## config.mk

```make
export PLATFORM = sky130hd
export DESIGN_NAME = rob_top
export DESIGN_NICKNAME = d
export VERILOG_FILES = /design/src/logic/rob_pkg.sv /design/src/logic/rob_alloc_if.sv /design/src/logic/rob_head_if.sv /design/src/logic/rob_dispatch.sv /design/src/logic/rob_ring.sv /design/src/logic/rob_commit.sv /design/src/logic/rob_top.sv
export SDC_FILE = /design/constraint.sdc
export NUM_CORES = 1
export LEC_CHECK = 0
export CAP_MARGIN = 20
export CORE_ASPECT_RATIO = 1.25
export CORE_MARGIN = 2
export CORE_UTILIZATION = 64
export CTS_CLUSTER_DIAMETER = 200
export DETAILED_ROUTE_END_ITERATION = 10
export DONT_BUFFER_PORTS = 1
export PLACE_DENSITY = 0.8
export SETUP_SLACK_MARGIN = 0.1
export SKIP_CTS_REPAIR_TIMING = 1
export SYNTH_ARGS = -nofsm -noshare
export SYNTH_HDL_FRONTEND = slang
export SYNTH_SLANG_ARGS = --single-unit
```

## constraint.sdc

```tcl
create_clock -name i_clk -period 5.9 [get_ports i_clk]
set_input_delay 1.18 -clock i_clk [delete_from_list [all_inputs] [get_ports i_clk]]
set_output_delay 1.18 -clock i_clk [all_outputs]
set_load 0.1 [all_outputs]
```

## src/logic/rob_pkg.sv

```systemverilog
// reorder buffer package
// sizes, commit id and slot mask types, exception codes
// and the layout of one ring entry

package rob_pkg;

  // ------------------------------
  // sizes
  // ------------------------------
  localparam int DISP_SIZE   = 2;             // instructions per group
  localparam int ROB_ENTRIES = 8;             // ring depth
  localparam int ENTRY_W     = 3;             // ring index bits
  localparam int CMT_ID_W    = ENTRY_W + 1;   // index plus wrap bit
  localparam int PC_W        = 30;            // word pc, byte address >> 2
  localparam int SLOT_W      = (DISP_SIZE > 1) ? $clog2(DISP_SIZE) : 1;

  // ------------------------------
  // basic types
  // ------------------------------
  typedef logic [DISP_SIZE-1:0] grp_t;     // one bit per slot
  typedef logic [CMT_ID_W-1:0]  cmt_id_t;
  typedef logic [3:0]           except_t;

  // exception codes, riscv cause numbering
  localparam except_t INST_ACC_FAULT = 4'd1;
  localparam except_t ILLEGAL_INST   = 4'd2;
  localparam except_t LOAD_FAULT     = 4'd5;
  localparam except_t STORE_FAULT    = 4'd7;
  localparam except_t ECALL          = 4'd11;

  // ------------------------------
  // ring entry
  // ------------------------------
  // done_grp_id has slots outside the group already set,
  // so an entry is complete when the whole mask is ones
  typedef struct packed {
    logic                    valid;
    logic [PC_W-1:0]         pc;            // base pc of the group
    grp_t                    grp_id;        // live slots
    grp_t                    done_grp_id;
    grp_t                    except_valid;
    except_t [DISP_SIZE-1:0] except_type;   // per slot
  } rob_entry_t;

endpackage

```

## src/logic/rob_alloc_if.sv

```systemverilog
// allocation interface
// carries a newly built entry from dispatch into the ring

interface rob_alloc_if;
  import rob_pkg::*;

  logic       valid;   // dispatch strobe
  rob_entry_t entry;   // entry to be written at the in pointer

  // dispatch side
  modport producer (
    output valid,
    output entry
  );

  // storage side
  modport ring (
    input valid,
    input entry
  );

endinterface

```

## src/logic/rob_head_if.sv

```systemverilog
// head interface
// oldest entry from the ring to the commit selector,
// flush request back to the ring

interface rob_head_if;
  import rob_pkg::*;

  logic       head_done;     // all live slots of the head are done
  cmt_id_t    head_cmt_id;
  rob_entry_t head_entry;
  logic       flush;         // excepting commit, clear the ring

  modport ring (
    output head_done,
    output head_cmt_id,
    output head_entry,
    input  flush
  );

  modport commit (
    input  head_done,
    input  head_cmt_id,
    input  head_entry,
    output flush
  );

endinterface

```

## src/logic/rob_dispatch.sv

```systemverilog
// dispatch entry builder
// turns a dispatched group and its early exceptions into a ring entry

module rob_dispatch (
  input  logic                                        i_disp_valid,
  input  logic [rob_pkg::PC_W-1:0]                    i_disp_pc,
  input  rob_pkg::grp_t                               i_disp_grp_id,
  input  rob_pkg::grp_t                               i_disp_except_valid,
  input  rob_pkg::except_t [rob_pkg::DISP_SIZE-1:0]   i_disp_except_type,
  rob_alloc_if.producer                               alloc
);
  import rob_pkg::*;

  grp_t       w_early_exc;   // early exceptions on live slots only
  rob_entry_t w_entry;

  // ------------------------------
  // exception mask
  // ------------------------------
  // fetch faults and illegal opcodes found before execution
  assign w_early_exc = i_disp_except_valid & i_disp_grp_id;

  // ------------------------------
  // entry assembly
  // ------------------------------
  always_comb begin
    w_entry              = '0;
    w_entry.valid        = i_disp_valid;
    w_entry.pc           = i_disp_pc;
    w_entry.grp_id       = i_disp_grp_id;
    w_entry.except_valid = w_early_exc;

    // an excepting slot never reaches an execution unit, so it is done now;
    // empty slots count as done too
    w_entry.done_grp_id  = w_early_exc | ~i_disp_grp_id;

    for (int d = 0; d < DISP_SIZE; d++) begin
      if (w_early_exc[d]) begin
        w_entry.except_type[d] = i_disp_except_type[d];
      end else begin
        w_entry.except_type[d] = '0;   // no stale code on clean slots
      end
    end
  end

  // ------------------------------
  // to the ring
  // ------------------------------
  assign alloc.valid = i_disp_valid;
  assign alloc.entry = w_entry;

endmodule

```

## src/logic/rob_ring.sv

```systemverilog
// entry ring of the reorder buffer
// in and out commit id pointers, full detection,
// completion tracking, head retire and flush

module rob_ring (
  input  logic             i_clk,
  input  logic             i_reset_n,

  rob_alloc_if.ring        alloc,

  input  logic             i_done_valid,
  input  rob_pkg::cmt_id_t i_done_cmt_id,
  input  rob_pkg::grp_t    i_done_grp_id,        // one-hot slot
  input  logic             i_done_except_valid,
  input  rob_pkg::except_t i_done_except_type,

  output logic             o_disp_ready,
  output rob_pkg::cmt_id_t o_new_cmt_id,

  rob_head_if.ring         head
);
  import rob_pkg::*;

  rob_entry_t             r_entries [ROB_ENTRIES];   // payload
  logic [ROB_ENTRIES-1:0] r_valid;
  cmt_id_t                r_in_cmt_id;               // next id handed out
  cmt_id_t                r_out_cmt_id;              // oldest entry

  logic [ENTRY_W-1:0]     w_in_idx;
  logic [ENTRY_W-1:0]     w_out_idx;
  logic [ENTRY_W-1:0]     w_done_idx;
  cmt_id_t                w_count;                   // live entries, 0 to 8
  cmt_id_t                w_done_age;                // distance from the head
  logic                   w_full;
  logic                   w_push;
  logic                   w_pop;
  logic                   w_done_hit;
  rob_entry_t             w_head_entry;

  assign w_in_idx   = r_in_cmt_id[ENTRY_W-1:0];
  assign w_out_idx  = r_out_cmt_id[ENTRY_W-1:0];
  assign w_done_idx = i_done_cmt_id[ENTRY_W-1:0];

  // ------------------------------
  // occupancy
  // ------------------------------
  assign w_count      = r_in_cmt_id - r_out_cmt_id;   // wrap bit makes 8 distinct from 0
  assign w_full       = (w_count == CMT_ID_W'(ROB_ENTRIES));
  assign o_disp_ready = ~w_full;
  assign o_new_cmt_id = r_in_cmt_id;

  assign w_push = alloc.valid & ~w_full & ~head.flush;
  assign w_pop  = head.head_done;

  // report must name an id between out and in
  assign w_done_age = i_done_cmt_id - r_out_cmt_id;
  assign w_done_hit = i_done_valid & ~head.flush & (w_done_age < w_count) &
                      r_valid[w_done_idx];

  // ------------------------------
  // head presentation
  // ------------------------------
  always_comb begin
    w_head_entry       = r_entries[w_out_idx];
    w_head_entry.valid = r_valid[w_out_idx];
  end

  assign head.head_entry  = w_head_entry;
  assign head.head_cmt_id = r_out_cmt_id;
  assign head.head_done   = w_head_entry.valid & (&w_head_entry.done_grp_id);

  // ------------------------------
  // pointers and valid bits
  // ------------------------------
  always_ff @(posedge i_clk or negedge i_reset_n) begin
    if (!i_reset_n) begin
      r_valid      <= '0;
      r_in_cmt_id  <= '0;
      r_out_cmt_id <= '0;
    end else if (head.flush) begin
      // the flushing head commits, everything younger is dropped
      r_valid      <= '0;
      r_in_cmt_id  <= r_out_cmt_id + 1'b1;
      r_out_cmt_id <= r_out_cmt_id + 1'b1;
    end else begin
      if (w_push) begin
        r_valid[w_in_idx] <= 1'b1;
        r_in_cmt_id       <= r_in_cmt_id + 1'b1;
      end
      if (w_pop) begin
        r_valid[w_out_idx] <= 1'b0;
        r_out_cmt_id       <= r_out_cmt_id + 1'b1;
      end
    end
  end

  // ------------------------------
  // entry payload
  // ------------------------------
  // a push never targets a valid index, so it cannot collide with a report
  always_ff @(posedge i_clk) begin
    if (w_push) begin
      r_entries[w_in_idx] <= alloc.entry;
    end
    if (w_done_hit) begin
      r_entries[w_done_idx].done_grp_id <= r_entries[w_done_idx].done_grp_id |
                                           i_done_grp_id;
      if (i_done_except_valid) begin
        r_entries[w_done_idx].except_valid <= r_entries[w_done_idx].except_valid |
                                              (i_done_grp_id & r_entries[w_done_idx].grp_id);
        for (int d = 0; d < DISP_SIZE; d++) begin
          if (i_done_grp_id[d]) begin
            r_entries[w_done_idx].except_type[d] <= i_done_except_type;
          end
        end
      end
    end
  end

endmodule

```

## src/logic/rob_commit.sv

```systemverilog
// commit selector
// picks the lowest excepting slot of the head group, builds the dead mask,
// the exception pc and the flush request

module rob_commit (
  rob_head_if.commit                  head,

  output logic                        o_commit,
  output rob_pkg::cmt_id_t            o_commit_cmt_id,
  output rob_pkg::grp_t               o_commit_grp_id,
  output rob_pkg::grp_t               o_commit_dead_id,
  output logic                        o_commit_except_valid,
  output rob_pkg::except_t            o_commit_except_type,
  output logic [rob_pkg::PC_W+1:0]    o_commit_epc            // byte pc
);
  import rob_pkg::*;

  grp_t              w_exc;
  logic              w_exc_any;
  logic [SLOT_W-1:0] w_exc_slot;   // lowest excepting slot
  except_t           w_exc_type;
  grp_t              w_dead_id;

  assign w_exc     = head.head_entry.except_valid;
  assign w_exc_any = |w_exc;

  // ------------------------------
  // slot selection and dead mask
  // ------------------------------
  always_comb begin : sel_blk
    logic seen;   // an excepting slot lies below
    seen       = 1'b0;
    w_exc_slot = '0;
    w_exc_type = '0;
    w_dead_id  = '0;
    for (int d = 0; d < DISP_SIZE; d++) begin
      // the excepting slot itself stays live
      w_dead_id[d] = seen & head.head_entry.grp_id[d];
      if (w_exc[d] & ~seen) begin
        w_exc_slot = SLOT_W'(d);
        w_exc_type = head.head_entry.except_type[d];
      end
      seen = seen | w_exc[d];
    end
  end

  // ------------------------------
  // commit outputs
  // ------------------------------
  assign o_commit              = head.head_done;
  assign o_commit_cmt_id       = head.head_cmt_id;
  assign o_commit_grp_id       = head.head_entry.grp_id;
  assign o_commit_dead_id      = w_dead_id;
  assign o_commit_except_valid = w_exc_any;
  assign o_commit_except_type  = w_exc_type;

  // base pc plus 4 per slot
  assign o_commit_epc = {head.head_entry.pc + PC_W'(w_exc_slot), 2'b00};

  // excepting commit empties the ring at the next edge
  assign head.flush = head.head_done & w_exc_any;

endmodule

```

## src/logic/rob_top.sv

```systemverilog
// reorder buffer top level
// dispatch entry builder, entry ring and commit selector on plain ports

module rob_top (
  input  logic                                        i_clk,
  input  logic                                        i_reset_n,

  // dispatch
  input  logic                                        i_disp_valid,
  input  logic [rob_pkg::PC_W-1:0]                    i_disp_pc,
  input  rob_pkg::grp_t                               i_disp_grp_id,
  input  rob_pkg::grp_t                               i_disp_except_valid,
  input  rob_pkg::except_t [rob_pkg::DISP_SIZE-1:0]   i_disp_except_type,
  output logic                                        o_disp_ready,
  output rob_pkg::cmt_id_t                            o_new_cmt_id,

  // completion
  input  logic                                        i_done_valid,
  input  rob_pkg::cmt_id_t                            i_done_cmt_id,
  input  rob_pkg::grp_t                               i_done_grp_id,
  input  logic                                        i_done_except_valid,
  input  rob_pkg::except_t                            i_done_except_type,

  // commit
  output logic                                        o_commit,
  output rob_pkg::cmt_id_t                            o_commit_cmt_id,
  output rob_pkg::grp_t                               o_commit_grp_id,
  output rob_pkg::grp_t                               o_commit_dead_id,
  output logic                                        o_commit_except_valid,
  output rob_pkg::except_t                            o_commit_except_type,
  output logic [rob_pkg::PC_W+1:0]                    o_commit_epc
);

  rob_alloc_if alloc_if ();
  rob_head_if  head_if ();

  rob_dispatch u_dispatch (
    .i_disp_valid        (i_disp_valid),
    .i_disp_pc           (i_disp_pc),
    .i_disp_grp_id       (i_disp_grp_id),
    .i_disp_except_valid (i_disp_except_valid),
    .i_disp_except_type  (i_disp_except_type),
    .alloc               (alloc_if.producer)
  );

  rob_ring u_ring (
    .i_clk               (i_clk),
    .i_reset_n           (i_reset_n),
    .alloc               (alloc_if.ring),
    .i_done_valid        (i_done_valid),
    .i_done_cmt_id       (i_done_cmt_id),
    .i_done_grp_id       (i_done_grp_id),
    .i_done_except_valid (i_done_except_valid),
    .i_done_except_type  (i_done_except_type),
    .o_disp_ready        (o_disp_ready),
    .o_new_cmt_id        (o_new_cmt_id),
    .head                (head_if.ring)
  );

  rob_commit u_commit (
    .head                  (head_if.commit),
    .o_commit              (o_commit),
    .o_commit_cmt_id       (o_commit_cmt_id),
    .o_commit_grp_id       (o_commit_grp_id),
    .o_commit_dead_id      (o_commit_dead_id),
    .o_commit_except_valid (o_commit_except_valid),
    .o_commit_except_type  (o_commit_except_type),
    .o_commit_epc          (o_commit_epc)
  );

endmodule

```

# After elaboration in Yosys (flattened, before gate mapping)
# Memories as Yosys holds them, arrays and structs flattened.
# Cells that the tools add are included.
[word_totals] ramBits=360 memories=1 ff_bits=16 output_inout_bits=51
[mem_list] memory="u_ring.r_entries" depth=8 width=45 rd=2 rd_ports_with_merged_regs=0 write_ports=2 line="rob_ring.sv:24" text="rob_entry_t r_entries [ROB_ENTRIES];"
[op_classes] n_lt_le_gt_ge=6 bitwise=21 muxes=36 n_reduce_logical=6 n_eq_ne=1 n_addsub=5
[op_table] operator="4-bit two-way mux" n=8
[op_table] operator="8-bit two-way mux" n=4
[op_table] operator="30-bit by 1-bit adder with 30-bit output" n=1
[op_table] operator="1-bit two-way mux" n=20
[op_table] operator="3-bit by 4-bit less-than comparator with 1-bit output, second input constant" n=3
[op_table] operator="1-bit bitwise AND" n=9
[op_table] operator="4-bit by 1-bit adder with 4-bit output, second input constant" n=2
[op_table] operator="8-bit bitwise AND" n=1
[op_table] operator="8-bit inverter" n=1
[op_table] operator="8-bit OR" n=1
[op_table] operator="4-bit subtractor" n=2
[op_table] operator="1-bit binary-select mux with 3-bit select" n=2
[op_table] operator="1-bit demux with 3-bit select" n=2
[op_table] operator="3-bit by 1-bit >= comparator with 1-bit output, second input constant" n=2
[op_table] operator="2-bit OR" n=3
[op_table] operator="2-bit bitwise AND" n=2
[op_table] operator="4-bit == test, second input constant" n=1
[op_table] operator="4-bit less-than comparator" n=1
[op_table] operator="2-bit nonzero test" n=2
[op_table] operator="1-bit inverter" n=3
[op_table] operator="1-bit logical AND" n=2
[op_table] operator="2-bit inverter" n=1
[op_table] operator="2-bit AND reduction" n=1
[op_table] operator="2-bit OR reduction" n=1

# Logic depth before layout (Yosys ltp)
# Gate-level depths: netlist of run 1.
[depth] depth_word=11 ltp_mapped=19

# Modules after synthesis
# A second synthesis of run 1 with hierarchy kept.
[hier_totals] cells_unflattened=1493 hier_area_um2=18519.0
[by_module_without_submodules] mod="rob_ring" seq_area_each_um2=10970.5 n_inst=1 cells_each=1335 area_per_inst_um2=17435.5
[by_module_without_submodules] mod="rob_commit" seq_area_each_um2=0.0 n_inst=1 cells_each=112 area_per_inst_um2=752.0
[by_module_without_submodules] mod="rob_dispatch" seq_area_each_um2=0.0 n_inst=1 cells_each=46 area_per_inst_um2=331.6

# Least setup slack after synthesis of run 1
# Ideal clock, no wire load.
[synth_path] kind="flip-flop to output port" start="register u_ring.r_out_cmt_id[2], in the netlist u_ring.head.head_cmt_id[2]" end="output port o_commit_epc[30] (netlist bit)" path_slack_ns=-0.858 path_buffers=6 t_arrival_ns=5.578 path_stages_with_launch=17 path_cell_list="dfrtp_1 > clkbuf_8 > clkbuf_8 > buf_2 > buf_1 > clkbuf_1 > buf_1 > nand2_1 > nand2_1 > ha_1 > ha_1 > inv_1 > or3_1 > nor2_1 > and2_1 > nand3_1 > xnor2_1"
[synth_via] elab_chain_len=5
[synth_rtl] element="start: declaration" line="rob_ring.sv:27" text="cmt_id_t r_out_cmt_id;"
[synth_rtl] element="start signal: assignment" line="rob_ring.sv:84" text="r_out_cmt_id <= r_out_cmt_id + 1'b1;"
[synth_rtl] element="start signal: assignment" line="rob_ring.sv:92" text="r_out_cmt_id <= r_out_cmt_id + 1'b1;"
[synth_rtl] element="memory read 8 x 45 bit (*)"
[synth_rtl] element="1-bit inverter" line="rob_commit.sv:39" text="if (w_exc[d] & ~seen) begin"
[synth_rtl] element="1-bit bitwise AND" line="rob_commit.sv:39"
[synth_rtl] element="1-bit two-way mux" line="rob_commit.sv:39"
[synth_rtl] element="30-bit by 1-bit adder with 30-bit output (*)" line="rob_commit.sv:58" text="assign o_commit_epc = {head.head_entry.pc + PC_W'(w_exc_slot), 2'b00};"
[synth_rtl] element="end: declaration" line="rob_top.sv:31" text="output logic [rob_pkg::PC_W+1:0] o_commit_epc"
# Mark *: on every way between the ends. The rest lies on a longest branch, timed or not.

# Worst setup path after layout of run 1
[layout_path] start="register u_ring.r_out_cmt_id[0], in the netlist u_ring.head.head_cmt_id[0]" end="output port o_commit_epc[24] (netlist bit)"
# The elaborated chain is that of the path after synthesis.

==> results of run 1 <==
-- area by class of cell --
class	count	area, um2
Clock buffer	43	980
Clock inverter	20	287
Fill cell	1617	7340
Inverter	34	128
Multi-Input combinational cell	736	6360
Sequential cell	368	11000
Tap cell	350	438
Timing Repair Buffer	68	881
-- final timing paths --
check | from | endpoint | slack, ns
setup reg to reg | u_ring.head.head_cmt_id[0] | u_ring.r_entries[2][5] | 1.18
max in group asynchronous | i_reset_n | u_ring.head.head_cmt_id[1] | 5.46
setup / recovery | u_ring.head.head_cmt_id[0] | o_commit_epc[24] | 0.30
min in group i_clk | u_ring.r_valid[0] | u_ring.r_valid[0] | 0.58
hold / removal | i_reset_n | u_ring.o_new_cmt_id[0] | 0.35
hold reg to reg | u_ring.r_valid[0] | u_ring.r_valid[0] | 0.58
-- registers in the layout, summed over array words and instances, names as in the netlist --
signal,cells
u_ring.o_new_cmt_id,4
u_ring.head.head_cmt_id,4
u_ring.r_valid,8
u_ring.r_entries,352
-- layout by cell type (no fill, tap or decap), types with 12 or more instances in the layout --
cell	count
edfxtp_1	352
nand2_1	138
o31ai_1	65
o21ai_0	56
mux4_2	53
mux2i_1	43
buf_4	39
nor2_1	38
clkbuf_16	38
inv_1	28
nand4_1	28
buf_12	28
nand3_1	25
a21oi_1	20
mux4_1	19
nor3_1	17
xnor2_2	17
a22oi_1	16
or3_1	14
ha_1	13
dfrtp_1	13
mux2_2	12
-- worst max-delay path: stages, from the launching register on --
cell      delay, ns
dfrtp_4        0.48
mux4_1         0.62
mux2i_4        0.18
nand2b_1       0.28
inv_1          0.15
ha_1           0.18
ha_1           0.25
inv_1          0.06
or3_1          0.49
nor2_2         0.22
nand2_2        0.14
or4_4          0.50
xnor2_4        0.17
buf_12         0.19
-- cell families (layout without fill, tap and decap cells) --
logic type                 count (synthesis)  after routing  synth area share, %
DFF                                      368            368                 62.1
muxes                                    130            130                 13.1
xor gates and xnor gates                  40             40                 2.02
adders and majority gates                 15             15                 1.15
and+or+nand+nor                          343            343                 10.2
AOI/OAI and AO/OA                        205            205                 7.84
other                                      1              3               0.0212
buffers and inverters                    100            165                 3.60
-- stage by stage --
stage | hold slack (ns) | area, um2 | setup slack [ns]
after detailed placement | 0.549 | 18700 | 0.620
after CTS | 0.345 | 20000 | 0.0373
after global placement | 0.524 | 18700 | 0.750
after global routing | 0.341 | 20100 | 0.156
final | 0.353 | 20100 | 0.295
after floorplan | 0.479 | 17900 | -0.0724
-- per-layer routing --
layer  up-vias  wire, um
met1      5665     15400
met3       181      3920
met4         0      2310
met5         -         0
met2       724     23100
li1       4817         -
==> summary.txt, run 1 <==
antenna violations before repair = 0
Core Rows = 68
gr ovfl total = 0
Yosys top cell by area = edfxtp_1
first-pass GRT wire length = 67,300 um
# port buffers = 0
Iter 0 DRT Violations = 1,376
placed cell count = 1,552
critical path type = flip-flop to output port
Die Span Y = 190 um
ys async rst share = 4.35%
drt wl/cell = 27.6 um
Worst-Margin Slew = 1.11 ns
clock buffer depth = 3
share of layout cells above drive strength 1 = 21.6%
CP Launch Type = flip-flop
n_diodes = 0
Post-route DRC = 0
largest cells by area after synthesis = edfxtp_1, mux4_2, nand2_1
largest net degree at the start of global routing = 88
Die W = 153 um
die area = 0.0290 mm2
post-route antenna net violation count = 0
gpl congestion = 0.961
GRT met1 Usage = 36.8%
CTS Sinks = 368
CTS HTree Levels = 2
share of the clock period used by the worst path = 95.0%
synthesized area per cell = 14.7 um2
Post-Syn Area = 0.0177 mm2
Clock Skew = 0.0207 ns
layout overhead on the synthesized area = 13.5%
most common cell in the netlist = edfxtp_1
final slew viol count = 0
fmax = 178 MHz
clk slew on worst S/H paths = 0.06 ns
Syn. warnings = 0
CTS tree = yes
clock latency at the later pin of the worst-skew pair = 0.53 ns
total wire length = 44,800 um
Global Route Usage Sum = 30.7%
synth unique cells = 75
met2 usage = 54.1%
Num CTS Buffers = 36
busiest grt layer = met2
vias post-DR = 11,387
max-capacitance violation count = 0
Seq/Total Area, Yosys = 62.1%
Worst slew margin = 26.2%
Hold Vio Cnt, Final = 0
Layout Cells excl Fill = 1,619
Root Buffer = clkbuf_16
status = complete, no violations
CP Max Fanout = 6
setup TNS = 0 ns
Main synth FF type = edfxtp_1
area share of the largest cell type after synthesis = 59.8%
RSZ-0062 raised after global routing = no
min-delay worst type = primary input to async pin
top cells by count, synth = edfxtp_1, nand2_1, o31ai_1
Top Ports = 108
CP endpoint kind = output port
CP Data Arrival Time = 4.42 ns
Post-DP HPWL = 27,900 um
Layout Nets = 1,316
GR Util met3 = 5.01%
setup violators final = 0
final core utilization = 73.2%
first-pass iteration count of the detailed router = 6
Seq cells post-synth = 368
core area = 0.0274 mm2
EDFF count, synth = 352
Worst R2R Path Depth = 15
CP Data Required Time = 4.72 ns
Final min period = 5.60 ns
initial core utilization = 64.5%
vias in the first global route = 11,617
Synth Instances = 1,202
routed vias/inst = 7.03
Power of run 1 is left out: the tool's default activity adds up to more than one toggle a clock period on the data nets, which glitch-free logic cannot reach.
==> inputs of run 2 (changes only) <==
--- a/config.mk
+++ b/config.mk
@@ -6,13 +6,15 @@
 export NUM_CORES = 1
 export LEC_CHECK = 0
 export CAP_MARGIN = 20
+export CELL_PAD_IN_SITES_DETAIL_PLACEMENT = 1
+export CELL_PAD_IN_SITES_GLOBAL_PLACEMENT = 2
 export CORE_ASPECT_RATIO = 1.25
 export CORE_MARGIN = 2
-export CORE_UTILIZATION = 64
+export CORE_UTILIZATION = 47
 export CTS_CLUSTER_DIAMETER = 200
 export DETAILED_ROUTE_END_ITERATION = 10
 export DONT_BUFFER_PORTS = 1
-export PLACE_DENSITY = 0.8
+export PLACE_DENSITY_LB_ADDON = 0.1
 export SETUP_SLACK_MARGIN = 0.1
 export SKIP_CTS_REPAIR_TIMING = 1
 export SYNTH_ARGS = -nofsm -noshare
==> summary.txt, run 2 (synthesized netlist as in run 1, its figures left out) <==
status = complete, no violations
CTS HTree Levels = 2 (unchanged)
Iter 0 DRT Violations = 873 (-37%)
first-pass GRT wire length = 75,200 um (+12%)
crit path launch = u_ring.head.head_cmt_id[0]
routed vias/inst = 6.13 (-13%)
Die Span Y = 221 um (+16%)
RSZ-0062 raised after global routing = no
CTS tree = yes
die area = 0.0392 mm2 (+35%)
vias post-DR = 10,812 (-5.0%)
# fillers = 3,602 (+120%)
worst-path cell with the longest stage delay = mux4_1
CP Capture Point = o_commit_epc[24]
placed cell count = 1,696 (+9.3%)
Worst R2R Path Depth = 14 (-1)
fmax = 179 MHz (+0.29%)
Largest stage delay, worst path = 0.63 ns (about the same)
share of layout cells above drive strength 1 = 21.3% (-0.29 points)
Layout Cells excl Fill = 1,763 (+8.9%)
Worst-Margin Slew = 1.03 ns (-0.0720 ns)
vias in the first global route = 11,727 (+0.95%)
CP Data Required Time = 4.72 ns (about the same)
gr ovfl total = 0 (unchanged)
min-delay worst type = primary input to async pin
CP cell instances = mux4_1 -> mux2i_4 -> nand2b_1 -> inv_1 -> ha_1 -> ha_1 -> inv_1 -> or3_1 -> nor2_2 -> nand2_2 -> or4_4 -> xnor2_4 -> buf_12
Post-DP HPWL = 33,500 um (+20%)
total wire length = 49,600 um (+11%)
clock latency at the later pin of the worst-skew pair = 0.54 ns (about the same)
layout overhead on the synthesized area = 14.1%
CP endpoint kind = output port
most common cell after layout, fill and taps aside = edfxtp_1
# port buffers = 0 (unchanged)
drt wl/cell = 28.1 um (+1.7%)
CP Data Arrival Time = 4.41 ns (about the same)
largest net degree at the start of global routing = 53 (-40%)
CTS Sinks = 368 (unchanged)
gpl congestion = 0.824 (-14%)
Multi-input gate area = 0.00637 mm2 (+0.14%)
RR Endpoint = u_ring.r_entries[5][6]
CP Launch Type = flip-flop
Worst slew margin = 30.6% (+4.4 points)
setup TNS = 0 ns (unchanged)
Reg2Reg Setup Slack = 0.72 ns (-0.46 ns)
initial core utilization = 47.6% (-17 points)
critical path type = flip-flop to output port
Regs by FF count = u_ring.r_entries: 352 flops, u_ring.r_valid: 8 flops
Hold Vio Cnt, Final = 0 (unchanged)
share of the clock period used by the worst path = 94.7% (-0.28 points)
first-pass iteration count of the detailed router = 7 (+1)
FF+latch area = 0.0110 mm2 (about the same)
Worst path depth = 13 (unchanged)
antenna violations before repair = 0 (unchanged)
setup violators final = 0 (unchanged)
Core Rows = 79 (+16%)
max-capacitance violation count = 0 (unchanged)
final slew viol count = 0 (unchanged)
max reg flops = 352 (unchanged)
Die W = 177 um (+16%)
Layout Nets = 1,324 (+0.61%)
Final min period = 5.59 ns (-0.0163 ns)
WHS = 0.327 ns (-0.0264 ns)
clock buffer depth = 3 (unchanged)
Post-route DRC = 0 (unchanged)
cell family with most CP delay = simple AND/OR/NAND/NOR gates
Num CTS Buffers = 38 (+5.6%)
Top reg by flops = u_ring.r_entries
Global Route Usage Sum = 25.8% (-4.9 points)
reg-to-reg critical path startpoint = u_ring.head.head_cmt_id[1]
clk slew on worst S/H paths = 0.06 ns (about the same)
core area = 0.0372 mm2 (+36%)
CP Max Fanout = 7 (+1)
post-route antenna net violation count = 0 (unchanged)
Top Ports = 108 (unchanged)
most frequent cells in the layout = edfxtp_1, nand2_1, o31ai_1
Root Buffer = clkbuf_16
Clock Skew = 0.0198 ns (-0.000880 ns)
n_diodes = 0 (unchanged)
Buf+Inv Stages, Crit Path = 3 (unchanged)
run 2: how the worst min path moves through the flow:
stage / startpoint / to / cells past startpoint
finish: i_reset_n / u_ring.r_valid[4] / 0
global route: i_reset_n / u_ring.o_new_cmt_id[2] / 0
CTS: i_reset_n / u_ring.head.head_cmt_id[3] / 0
detailed placement: u_ring.r_valid[0] / u_ring.r_valid[0] / 1
global placement: u_ring.r_valid[0] / u_ring.r_valid[0] / 1
floorplan: u_ring.r_valid[0] / u_ring.r_valid[0] / 1
run 2: routing by layer:
metal  vias up  track usage [%]  part of all wire, %
li1       4830                -                    -
met1      5582             33.1                   40
met2       322             44.9                   52
met3        78             4.18                  5.4
met4         0             7.54                  2.6
met5         -                0                    0
run 2: final cells by class:
| class | count | area share [%] |
|---|---|---|
| Sequential cell | 368 | 54.4 |
| Multi-Input combinational cell | 736 | 31.6 |
| Clock buffer | 51 | 5.06 |
| Inverter | 34 | 0.633 |
| Tap cell | 486 | 3.01 |
| Timing Repair Buffer | 74 | 4.72 |
| Clock inverter | 14 | 0.571 |
run 2: through the flow:
step,setup WS [ns],cell area (um2),utilization [%]
after CTS,0.121,20100,54.1
final,0.311,20200,54.3
after global routing,0.156,20200,54.3
after floorplan,-0.0724,17900,-
after global placement,0.659,19000,51.0
after detailed placement,0.584,19000,51.0
Power of run 2 is left out for the same reason.
==> inputs of run 3 (changes only) <==
==> constraint.sdc (replaced) <==
create_clock -name i_clk -period 5.8 [get_ports i_clk]
set_input_delay 1.16 -clock i_clk [delete_from_list [all_inputs] [get_ports i_clk]]
set_output_delay 1.16 -clock i_clk [all_outputs]
set_load 0.1 [all_outputs]
==> summary.txt, run 3 (synthesized netlist as in run 1, its figures left out) <==
clock latency at the later pin of the worst-skew pair = 0.54 ns (about the same)
max reg flops = 352 (unchanged)
CTS HTree Levels = 2 (unchanged)
Iter 0 DRT Violations = 788 (-9.7%)
share of layout cells above drive strength 1 = 22.7% (+1.4 points)
Top reg by flops = u_ring.r_entries
n_diodes = 0 (unchanged)
Clock Skew = 0.0149 ns (-0.00496 ns)
routed vias/inst = 6.10 (-0.54%)
Num CTS Buffers = 38 (unchanged)
gr ovfl total = 0 (unchanged)
min-delay worst type = primary input to async pin
# port buffers = 0 (unchanged)
Largest stage delay, worst path = 0.60 ns (-0.03 ns)
final slew viol count = 0 (unchanged)
Hold Vio Cnt, Final = 0 (unchanged)
status = complete, no violations
# fillers = 3,568 (-0.94%)
Die Span Y = 221 um (unchanged)
most common cell after layout, fill and taps aside = edfxtp_1
CP Data Arrival Time = 4.40 ns (about the same)
Layout Nets = 1,335 (+0.83%)
Regs by FF count = u_ring.r_entries: 352 flops, u_ring.r_valid: 8 flops
max-capacitance violation count = 0 (unchanged)
setup violators final = 0 (unchanged)
Worst-Margin Slew = 1.05 ns (+0.0163 ns)
Multi-input gate area = 0.00638 mm2 (+0.14%)
vias in the first global route = 11,713 (-0.12%)
CP Launch Type = flip-flop
CP cell instances = buf_4 -> buf_4 -> nand2b_1 -> o22ai_1 -> nor2_1 -> ha_1 -> inv_1 -> or3_1 -> nor2_4 -> nand2_2 -> or4_4 -> xnor2_4 -> buf_12
Die W = 177 um (unchanged)
gpl congestion = 0.851 (+3.3%)
antenna violations before repair = 0 (unchanged)
share of the clock period used by the worst path = 95.8%
initial core utilization = 47.6% (unchanged)
CP endpoint kind = output port
Final min period = 5.56 ns
vias post-DR = 10,821 (+0.083%)
Final Cell Area = 0.0203 mm2 (+0.52%)
CTS tree = yes
placed inst area = 0.0190 mm2 (+0.28%)
CTS Sinks = 368 (unchanged)
clock buffer depth = 3 (unchanged)
first-pass GRT wire length = 76,100 um (+1.1%)
placed cell count = 1,708 (+0.71%)
Post-route DRC = 0 (unchanged)
Global Route Usage Sum = 26.2% (+0.37 points)
clk slew on worst S/H paths = 0.07 ns (about the same)
Post-DP HPWL = 34,800 um (+3.7%)
Worst slew margin = 29.5% (-1.1 points)
die area = 0.0392 mm2 (unchanged)
worst-path cell with the longest stage delay = dfrtp_2
Top Ports = 108 (unchanged)
Layout Cells excl Fill = 1,774 (+0.62%)
fmax = 180 MHz
post-route antenna net violation count = 0 (unchanged)
largest net degree at the start of global routing = 63 (+19%)
FF+latch area = 0.0110 mm2 (unchanged)
total wire length = 50,400 um (+1.8%)
Root Buffer = clkbuf_16
CP Max Fanout = 16 (+9)
critical path type = flip-flop to output port
layout overhead on the synthesized area = 14.7%
CP Data Required Time = 4.64 ns (-0.08 ns)
Reg2Reg Setup Slack = 1.13 ns (+0.41 ns)
RSZ-0062 raised after global routing = no
Buf+Inv Stages, Crit Path = 4 (+1)
core area = 0.0372 mm2 (unchanged)
most used cell along the critical path = buf_4
most frequent cells in the layout = edfxtp_1, nand2_1, o31ai_1
first-pass iteration count of the detailed router = 5 (-2)
drt wl/cell = 28.4 um (+1.1%)
cell family with most CP delay = simple AND/OR/NAND/NOR gates
Core Rows = 79 (unchanged)
==> run 3: cell types whose count changed in the layout (fill, tap and decap cells not counted), moves of 2 or more <==
cell	change
clkbuf_1	-4
clkbuf_8	+3
buf_4	+15
bufinv_16	+2
buf_12	-4
clkinv_1	-2
clkbuf_16	-2
==> run 3: area by class of cell <==
type,instances,area share [%]
multi-input combinational,736,31.5
clock inverter,16,0.963
timing repair buffer,85,4.77
tap,486,3.00
clock buffer,49,5.04
inverter,34,0.629
sequential,368,54.1
==> run 3: worst reg2reg max path, cell delays in order, from the launching register on <==
cell	delay, ns
dfrtp_2	0.55
inv_2	0.40
ha_1	0.32
nor2b_1	0.12
o21ai_0	0.22
a21oi_1	0.15
or2_2	0.31
ha_1	0.19
nor2b_1	0.17
o221ai_1	0.14
a221oi_1	0.43
o221ai_4	0.23
buf_4	0.30
nor3_2	0.57
inv_1	0.09
nand2_1	0.18
==> run 3: metal layers <==
layer | part of all wire [%] | GRT usage (%) | vias to the layer above
met5 | 0 | 0 | -
met1 | 41 | 33.1 | 5637
met2 | 52 | 46.2 | 282
met3 | 4.6 | 4.30 | 71
met4 | 2.4 | 7.38 | 0
li1 | - | - | 4831
==> run 3: metrics by stage <==
| step | setup WS, ns | setup TNS, ns | utilization [%] | hold slack, ns |
|---|---|---|---|---|
| 2_1_floorplan | -0.0427 | -0.0427 | - | 0.479 |
| 3_3_place_gp | 0.682 | 0 | 51.2 | 0.531 |
| 3_5_place_dp | 0.578 | 0 | 51.2 | 0.549 |
| 4_1_cts | -0.102 | -0.268 | 54.5 | 0.291 |
| 5_1_grt | 0.0864 | 0 | 54.6 | 0.294 |
| 6_report | 0.245 | 0 | 54.6 | 0.316 |
==> run 3: path summary, 6_finish.rpt <==
check | from | to | cells after the start
max | u_ring.head.head_cmt_id[1] | o_commit_epc[24] | 13
min | i_reset_n | u_ring.o_new_cmt_id[3] | 0
max reg2reg | u_ring.head.head_cmt_id[1] | u_ring.r_entries[5][3] | 15
min reg2reg | u_ring.r_valid[0] | u_ring.r_valid[0] | 1
max in group asynchronous | i_reset_n | u_ring.head.head_cmt_id[2] | 0
min in group i_clk | u_ring.r_valid[0] | u_ring.r_valid[0] | 1
Power of run 3 is left out for the same reason.
